`config.mk`:
```
export PLATFORM = sky130hd
export DESIGN_NAME = fir_top
export DESIGN_NICKNAME = d
export VERILOG_FILES = /design/src/hw/fir_pkg.sv /design/src/hw/fir_adder_tree.sv /design/src/hw/fir_preadd_mult.sv /design/src/hw/fir_tap_line.sv /design/src/hw/fir_top.sv /design/src/hw/fir_valid_delay.sv
export SDC_FILE = /design/constraint.sdc
export NUM_CORES = 2
export LEC_CHECK = 0
export CAP_MARGIN = 20
export CORE_AREA = 2 2 450 452
export CTS_CLUSTER_DIAMETER = 50
export DETAILED_ROUTE_END_ITERATION = 8
export DIE_AREA = 0 0 452 454
export DONT_BUFFER_PORTS = 1
export PLACE_DENSITY = 0.59
export SLEW_MARGIN = 25
export SYNTH_ARGS = -nofsm -noshare
export SYNTH_HDL_FRONTEND = slang
export SYNTH_SLANG_ARGS = --single-unit
```
`constraint.sdc`:
```
create_clock -name clk -period 41.5 [get_ports clk]
set_input_delay 8.3 -clock clk [delete_from_list [all_inputs] [get_ports clk]]
set_output_delay 8.3 -clock clk [all_outputs]
set_load 0.005 [all_outputs]
```
`src/hw/fir_pkg.sv`:
```
// Shared constants and types for the 24-tap symmetric FIR filter.
// Holds the word width, tap counts, pipeline latency and the fixed
// table of unique coefficients.
`default_nettype none

package fir_pkg;

	// ************************************************************************
	// widths and sizes
	// ************************************************************************

	// sample, partial sum and output width
	localparam int DATA_WIDTH = 18;

	localparam int NUM_TAPS = 24;

	// symmetric filter, so only half the coefficients are unique
	localparam int NUM_UNIQ = NUM_TAPS / 2;

	// enabled edges from sample capture to registered output
	// tap, pre-sum, product, then four adder tree levels
	localparam int PIPE_LATENCY = 7;

	typedef logic signed [DATA_WIDTH-1:0] sample_t;

	// ************************************************************************
	// coefficient table
	// ************************************************************************

	// entry k weights the pair tap k + tap (NUM_TAPS-1-k)
	localparam logic signed [17:0] COEFFS [NUM_UNIQ] = '{
		18'sd88,
		18'sd0,
		-18'sd97,
		-18'sd197,
		-18'sd294,
		-18'sd380,
		-18'sd447,
		-18'sd490,
		-18'sd504,
		-18'sd481,
		-18'sd420,
		-18'sd319
	};

endpackage

`default_nettype wire

```
`src/hw/fir_adder_tree.sv`:
```
// Registered adder tree of the FIR filter.
// Reduces the weighted pairs 12 -> 6 -> 3 -> 2 -> 1, one level per
// enabled clock, with a pass-through register for the odd word.
`timescale 1ns/1ps
`default_nettype none

module fir_adder_tree #(
	parameter int DATA_WIDTH = fir_pkg::DATA_WIDTH
) (
	input  wire logic                         clk,
	input  wire logic                         reset,
	input  wire logic                         i_clk_ena,
	input  wire logic signed [DATA_WIDTH-1:0] i_products [fir_pkg::NUM_UNIQ],
	output logic signed [DATA_WIDTH-1:0]      o_sum
);

	import fir_pkg::*;

	localparam int L1_N = NUM_UNIQ / 2;
	localparam int L2_N = L1_N / 2;

	logic signed [DATA_WIDTH-1:0] lvl1_q [L1_N];
	logic signed [DATA_WIDTH-1:0] lvl2_q [L2_N];
	logic signed [DATA_WIDTH-1:0] lvl3_sum_q;
	// bye register, keeps the odd level 2 word in step
	logic signed [DATA_WIDTH-1:0] lvl3_bye_q;

	// ************************************************************************
	// levels 1 and 2
	// ************************************************************************

	always_ff @(posedge clk or posedge reset) begin
		if (reset) begin
			for (int k = 0; k < L1_N; k++) begin
				lvl1_q[k] <= '0;
			end
			for (int k = 0; k < L2_N; k++) begin
				lvl2_q[k] <= '0;
			end
		end else if (i_clk_ena) begin
			// neighbouring products pair up
			for (int k = 0; k < L1_N; k++) begin
				lvl1_q[k] <= i_products[2*k] + i_products[2*k+1];
			end
			for (int k = 0; k < L2_N; k++) begin
				lvl2_q[k] <= lvl1_q[2*k] + lvl1_q[2*k+1];
			end
		end
	end

	// ************************************************************************
	// levels 3 and 4
	// ************************************************************************

	// three words left, so one add and one bye
	always_ff @(posedge clk or posedge reset) begin
		if (reset) begin
			lvl3_sum_q <= '0;
			lvl3_bye_q <= '0;
			o_sum      <= '0;
		end else if (i_clk_ena) begin
			lvl3_sum_q <= lvl2_q[0] + lvl2_q[1];
			lvl3_bye_q <= lvl2_q[2];
			o_sum      <= lvl3_sum_q + lvl3_bye_q;
		end
	end

	// ************************************************************************
	// checks
	// ************************************************************************

	// anything unknown here came from upstream, taps or products
	a_sum_known : assert property (
		@(posedge clk) disable iff (reset)
		!$isunknown(o_sum)
	) else $error("filter output is unknown");

endmodule

`default_nettype wire

```
`src/hw/fir_preadd_mult.sv`:
```
// Pre-adders and coefficient multipliers of the symmetric FIR.
// Mirrored taps are summed into one register rank, and each sum is
// weighted by its coefficient into a second rank. Both ranks keep
// only the low DATA_WIDTH bits.
`timescale 1ns/1ps
`default_nettype none

module fir_preadd_mult #(
	parameter int DATA_WIDTH = fir_pkg::DATA_WIDTH
) (
	input  wire logic                         clk,
	input  wire logic                         reset,
	input  wire logic                         i_clk_ena,
	input  wire logic signed [DATA_WIDTH-1:0] i_taps [fir_pkg::NUM_TAPS],
	output logic signed [DATA_WIDTH-1:0]      o_products [fir_pkg::NUM_UNIQ]
);

	import fir_pkg::*;

	logic signed [DATA_WIDTH-1:0] coeff [NUM_UNIQ];
	logic signed [DATA_WIDTH-1:0] pre_sum_q [NUM_UNIQ];

	// table entries resized to the datapath width
	for (genvar g = 0; g < NUM_UNIQ; g++) begin : g_coeff
		assign coeff[g] = DATA_WIDTH'(COEFFS[g]);
	end

	// ************************************************************************
	// pre-adder rank
	// ************************************************************************

	// tap k pairs with tap NUM_TAPS-1-k, sum wraps
	always_ff @(posedge clk or posedge reset) begin
		if (reset) begin
			for (int k = 0; k < NUM_UNIQ; k++) begin
				pre_sum_q[k] <= '0;
			end
		end else if (i_clk_ena) begin
			for (int k = 0; k < NUM_UNIQ; k++) begin
				pre_sum_q[k] <= i_taps[k] + i_taps[NUM_TAPS-1-k];
			end
		end
	end

	// ************************************************************************
	// multiplier rank
	// ************************************************************************

	// only the low bits of each product are kept
	always_ff @(posedge clk or posedge reset) begin
		if (reset) begin
			for (int k = 0; k < NUM_UNIQ; k++) begin
				o_products[k] <= '0;
			end
		end else if (i_clk_ena) begin
			for (int k = 0; k < NUM_UNIQ; k++) begin
				o_products[k] <= pre_sum_q[k] * coeff[k];
			end
		end
	end

endmodule

`default_nettype wire

```
`src/hw/fir_tap_line.sv`:
```
// Sample delay line of the FIR filter.
// Shifts a new sample into tap 0 on every enabled clock.
`timescale 1ns/1ps
`default_nettype none

module fir_tap_line #(
	parameter int DATA_WIDTH = fir_pkg::DATA_WIDTH
) (
	input  wire logic                         clk,
	input  wire logic                         reset,
	input  wire logic                         i_clk_ena,
	input  wire logic signed [DATA_WIDTH-1:0] i_in,
	output logic signed [DATA_WIDTH-1:0]      o_taps [fir_pkg::NUM_TAPS]
);

	import fir_pkg::*;

	// tap k holds the sample taken k enabled edges earlier
	logic [NUM_TAPS-1:0][DATA_WIDTH-1:0] tap_q;

	always_ff @(posedge clk or posedge reset) begin
		if (reset) begin
			tap_q <= '0;
		end else if (i_clk_ena) begin
			tap_q <= {tap_q[NUM_TAPS-2:0], i_in};
		end
	end

	// unpacked view for the pre-adders
	for (genvar g = 0; g < NUM_TAPS; g++) begin : g_tap_out
		assign o_taps[g] = tap_q[g];
	end

	// ************************************************************************
	// checks
	// ************************************************************************

	// a stalled edge must leave the whole window untouched
	a_hold_on_stall : assert property (
		@(posedge clk) disable iff (reset)
		!i_clk_ena |=> $stable(tap_q)
	) else $error("tap line moved while clock enable was low");

endmodule

`default_nettype wire

```
`src/hw/fir_top.sv`:
```
// Top level of the 24-tap symmetric FIR filter.
// Chains the tap line, pre-adders and multipliers, and the adder tree,
// with the valid strobe delayed alongside.
`timescale 1ns/1ps
`default_nettype none

module fir_top (
	input  wire logic             clk,
	input  wire logic             reset,
	input  wire logic             i_clk_ena,
	input  wire logic             i_valid,
	input  wire fir_pkg::sample_t i_in,
	output logic                  o_valid,
	output fir_pkg::sample_t      o_out
);

	import fir_pkg::*;

	// datapath width follows the sample type
	localparam int DATA_WIDTH = $bits(sample_t);

	// ************************************************************************
	// stage wiring
	// ************************************************************************

	logic signed [DATA_WIDTH-1:0] taps [NUM_TAPS];
	logic signed [DATA_WIDTH-1:0] products [NUM_UNIQ];

	// window of the last NUM_TAPS samples
	fir_tap_line #(
		.DATA_WIDTH (DATA_WIDTH)
	) fir_tap_line_inst (
		.clk       (clk),
		.reset     (reset),
		.i_clk_ena (i_clk_ena),
		.i_in      (i_in),
		.o_taps    (taps)
	);

	// two ranks, pre-sum then product
	fir_preadd_mult #(
		.DATA_WIDTH (DATA_WIDTH)
	) fir_preadd_mult_inst (
		.clk        (clk),
		.reset      (reset),
		.i_clk_ena  (i_clk_ena),
		.i_taps     (taps),
		.o_products (products)
	);

	// four levels, last one is the output register
	fir_adder_tree #(
		.DATA_WIDTH (DATA_WIDTH)
	) fir_adder_tree_inst (
		.clk        (clk),
		.reset      (reset),
		.i_clk_ena  (i_clk_ena),
		.i_products (products),
		.o_sum      (o_out)
	);

	fir_valid_delay fir_valid_delay_inst (
		.clk       (clk),
		.reset     (reset),
		.i_clk_ena (i_clk_ena),
		.i_valid   (i_valid),
		.o_valid   (o_valid)
	);

endmodule

`default_nettype wire

```
`src/hw/fir_valid_delay.sv`:
```
// Valid strobe delay for the FIR filter.
// Carries i_valid through as many enabled stages as the data path.
`timescale 1ns/1ps
`default_nettype none

module fir_valid_delay (
	input  wire logic clk,
	input  wire logic reset,
	input  wire logic i_clk_ena,
	input  wire logic i_valid,
	output logic      o_valid
);

	import fir_pkg::*;

	// bit 0 is taken with the sample going into tap 0
	logic [PIPE_LATENCY-1:0] valid_q;

	always_ff @(posedge clk or posedge reset) begin
		if (reset) begin
			valid_q <= '0;
		end else if (i_clk_ena) begin
			valid_q <= {valid_q[PIPE_LATENCY-2:0], i_valid};
		end
	end

	assign o_valid = valid_q[PIPE_LATENCY-1];

	// ************************************************************************
	// checks
	// ************************************************************************

	// nothing may look valid right as reset lets go
	a_quiet_after_reset : assert property (
		@(posedge clk)
		$fell(reset) |-> !o_valid
	) else $error("o_valid high in the first cycle after reset");

endmodule

`default_nettype wire

```
==> flow_summary.yaml <==
timing:
  tightest_slew_ps: 1160
  fin_crit_sh: 0.267
  maxSlewViolCount: 0
  finalHoldViolations: 0
  setup_slack_ps: 30430
  grt_setup_unrepaired: "no"
  whs_ps: 475
  period_minus_slack_ps: 11080
  tns_ps: 0
  setup_viol: 0
  skew_ps: 39.4
  fmax_ghz: 0.0903
  slew_headroom: 0.227
synth:
  synth_cell_types: 82
  yosys.cell_count.top_type: "dfrtp_1"
  syn_inst: 6394
  synth-seq-cells: 1017
  syn-cell-area_um2: 69800
  synth.avg_cell_area_um2: 10.9
  synth_nets: 7547
  synth_edf_count: 0
  synth_common_cells: "dfrtp_1, ha_1, inv_1"
  yosysSeqAreaShare: 0.365
  yosysTopAreaCell: "dfrtp_1"
  netlist_top_cells_area: "dfrtp_1, ha_1, mux2_2"
  yosys.area.top_type_share: 0.365
  ys_warn_count: 0
  synth_ff_type: "dfrtp_1"
  synth-async-reset-ratio: 1.00
worst_setup_path:
  cp_max_fo: 99
  slowest_stage: "buf_4"
  worstReg2RegStart: "fir_preadd_mult_inst.pre_sum_q[131]"
  reg2reg_slack_ps: 36320
  path_class: "primary input to async pin"
  start_kind: "primary input"
  cp_common_cell: "buf_4"
  crit_chain: "inv_8 -> buf_4 -> buf_4 -> buf_4 -> buf_4"
  required_ps: 42300
  slowest_delay_ps: 790
  r2r_end: "fir_preadd_mult_inst.o_products[143]"
  crit_path_end_kind: "async pin"
  rr_worst_depth: 18
  cp.arrival_ps: 11880
clock_network:
  clockBufferDepth: 3
  cts_tree: "yes"
  clkTransAtPathRegs_ps: 60
  cts_buffers: 120
  holdBufCountCts: 0
  insertion_delay_ps: 750
  cts.sinks: 1017
  cts-htree-levels: 3
  postCtsSetupBuffers: 0
  ctsResizeCount: 0
  root_buffer: "clkbuf_16"
hold_path:
  hold_path_class: "flip-flop to flip-flop"
  min_path_cells: 2
  worst_hold_path.endpoint: "fir_tap_line_inst.o_taps[379]"
  min_from: "fir_tap_line_inst.o_taps[397]"
finish:
  multi_input_area_um2: 40800
  final_nets: 7541
  area_delta_synth_final_pct: 10.2
  stdcell_area_um2: 76900
  drive_above_1_share: 0.158
  seqCellArea_um2: 25400
  n_fill_cell: 19366
placed_design:
  pre_cts_ws_ps: 29410
  gp_congestion: 0.830
  dpl_cell_area_um2: 72600
  dp_hpwl_mm: 111
  io_buffers: 0
global_route:
  overflow: 0
  antenna_found_initial: 2
  first_global_vias: 45139
  grt_usage: 0.145
  grt_max_degree: 1164
  grt_pass1_wl_mm: 244
route:
  vias: 44840
  viasPerCell: 4.90
  drtPass1Iterations: 5
  drc: 0
  wire_per_inst_um: 16.1
  drt_iter0_markers: 2323
  drt_wl_total_mm: 147
  postRouteAntennaNets: 0
flow_run:
  max-cap-violations: 0
floorplanning:
  rows: 165
  start_util: 0.347
  die_w_um: 452
  die_h_um: 454
  dieArea_um2: 205000
  fp.coreArea_um2: 201000
  pin_count: 41
status:
  status: "complete, no violations"
[through the flow]
step / utilization / instances
after global routing: 0.383 / 9160
after CTS: 0.382 / 9152
final: 0.383 / 9160
after detailed placement: 0.362 / 8931
after global placement: 0.362 / 8931
after floorplan: - / 6394
[registers in the layout, indices dropped and copies added, names as in the netlist]
name	count
fir_preadd_mult_inst.o_products	186
fir_adder_tree_inst.lvl3_sum_q	18
fir_preadd_mult_inst.pre_sum_q	186
fir_adder_tree_inst.lvl3_bye_q	18
fir_tap_line_inst.o_taps	426
fir_adder_tree_inst.lvl2_q	54
fir_valid_delay_inst.valid_q	7
fir_adder_tree_inst.o_sum	18
fir_adder_tree_inst.lvl1_q	104
[routing by layer]
layer,track usage,share of wire,vias up
met5,0,0,-
met4,0.0394,0.021,0
met2,0.231,0.45,539
met1,0.210,0.50,21910
li1,-,-,22217
met3,0.0158,0.029,174
[cell families after synthesis]
kind of cell	after synthesis	share of synthesized area
xor+xnor	424	0.0532
simple gates	1100	0.0739
compound gates	1028	0.0995
mux	759	0.122
fa+ha+maj	1131	0.235
buf+inv	935	0.0515
flops	1017	0.365
[final cells by class]
type	count	share of cell area
clock inverter	66	0.0102
tap	2672	0.0435
sequential	1017	0.331
multi-input combinational	4442	0.530
timing repair buffer	20	0.00431
clock buffer	155	0.0430
inverter	787	0.0386
antenna	1	0.0000325
[layout by cell type (no fill, tap or decap), drive strengths merged, types with 19 or more instances in the layout]
cell	synthesis	routed
ha	829	829
nor2	260	260
buf	74	20
o21a	45	45
nand2b	36	36
fa	302	302
nand2	330	330
o21ai	254	254
or3	39	39
a21o	67	67
o211ai	29	29
inv	786	802
a31oi	29	29
mux2	729	729
o2111ai	22	22
xor2	90	90
nor2b	58	58
o21bai	36	36
nor3	160	160
a21oi	253	253
a311oi	19	19
and3	36	36
o41ai	20	20
xnor2	334	334
mux2i	30	30
dfrtp	1017	1017
clkinv	1	36
clkbuf	74	155
o31ai	54	54
nand3	109	109
a31o	20	20
a211oi	73	73
[critical path, delay by kind of cell]
| family | cells | cell delay, ps |
|---|---|---|
| buffers and inverters | 5 | 3400 |
[how the worst max path moves through the flow]
| stage | start | end | slack (ps) | cells after the start |
|---|---|---|---|---|
| after detailed placement | reset | fir_tap_line_inst.o_taps[14] | 29410 | 5 |
| after CTS | reset | fir_tap_line_inst.o_taps[431] | 30240 | 5 |
| final | reset | fir_tap_line_inst.o_taps[30] | 30430 | 5 |
| after global placement | reset | fir_tap_line_inst.o_taps[411] | 29490 | 5 |
| after floorplan | reset | fir_adder_tree_inst.lvl1_q[0] | 4580 | 1 |
| after global routing | reset | fir_tap_line_inst.o_taps[11] | 29790 | 5 |
Power is left out: the tool's default activity adds up to more than one toggle a clock period on the data nets, which glitch-free logic cannot reach.
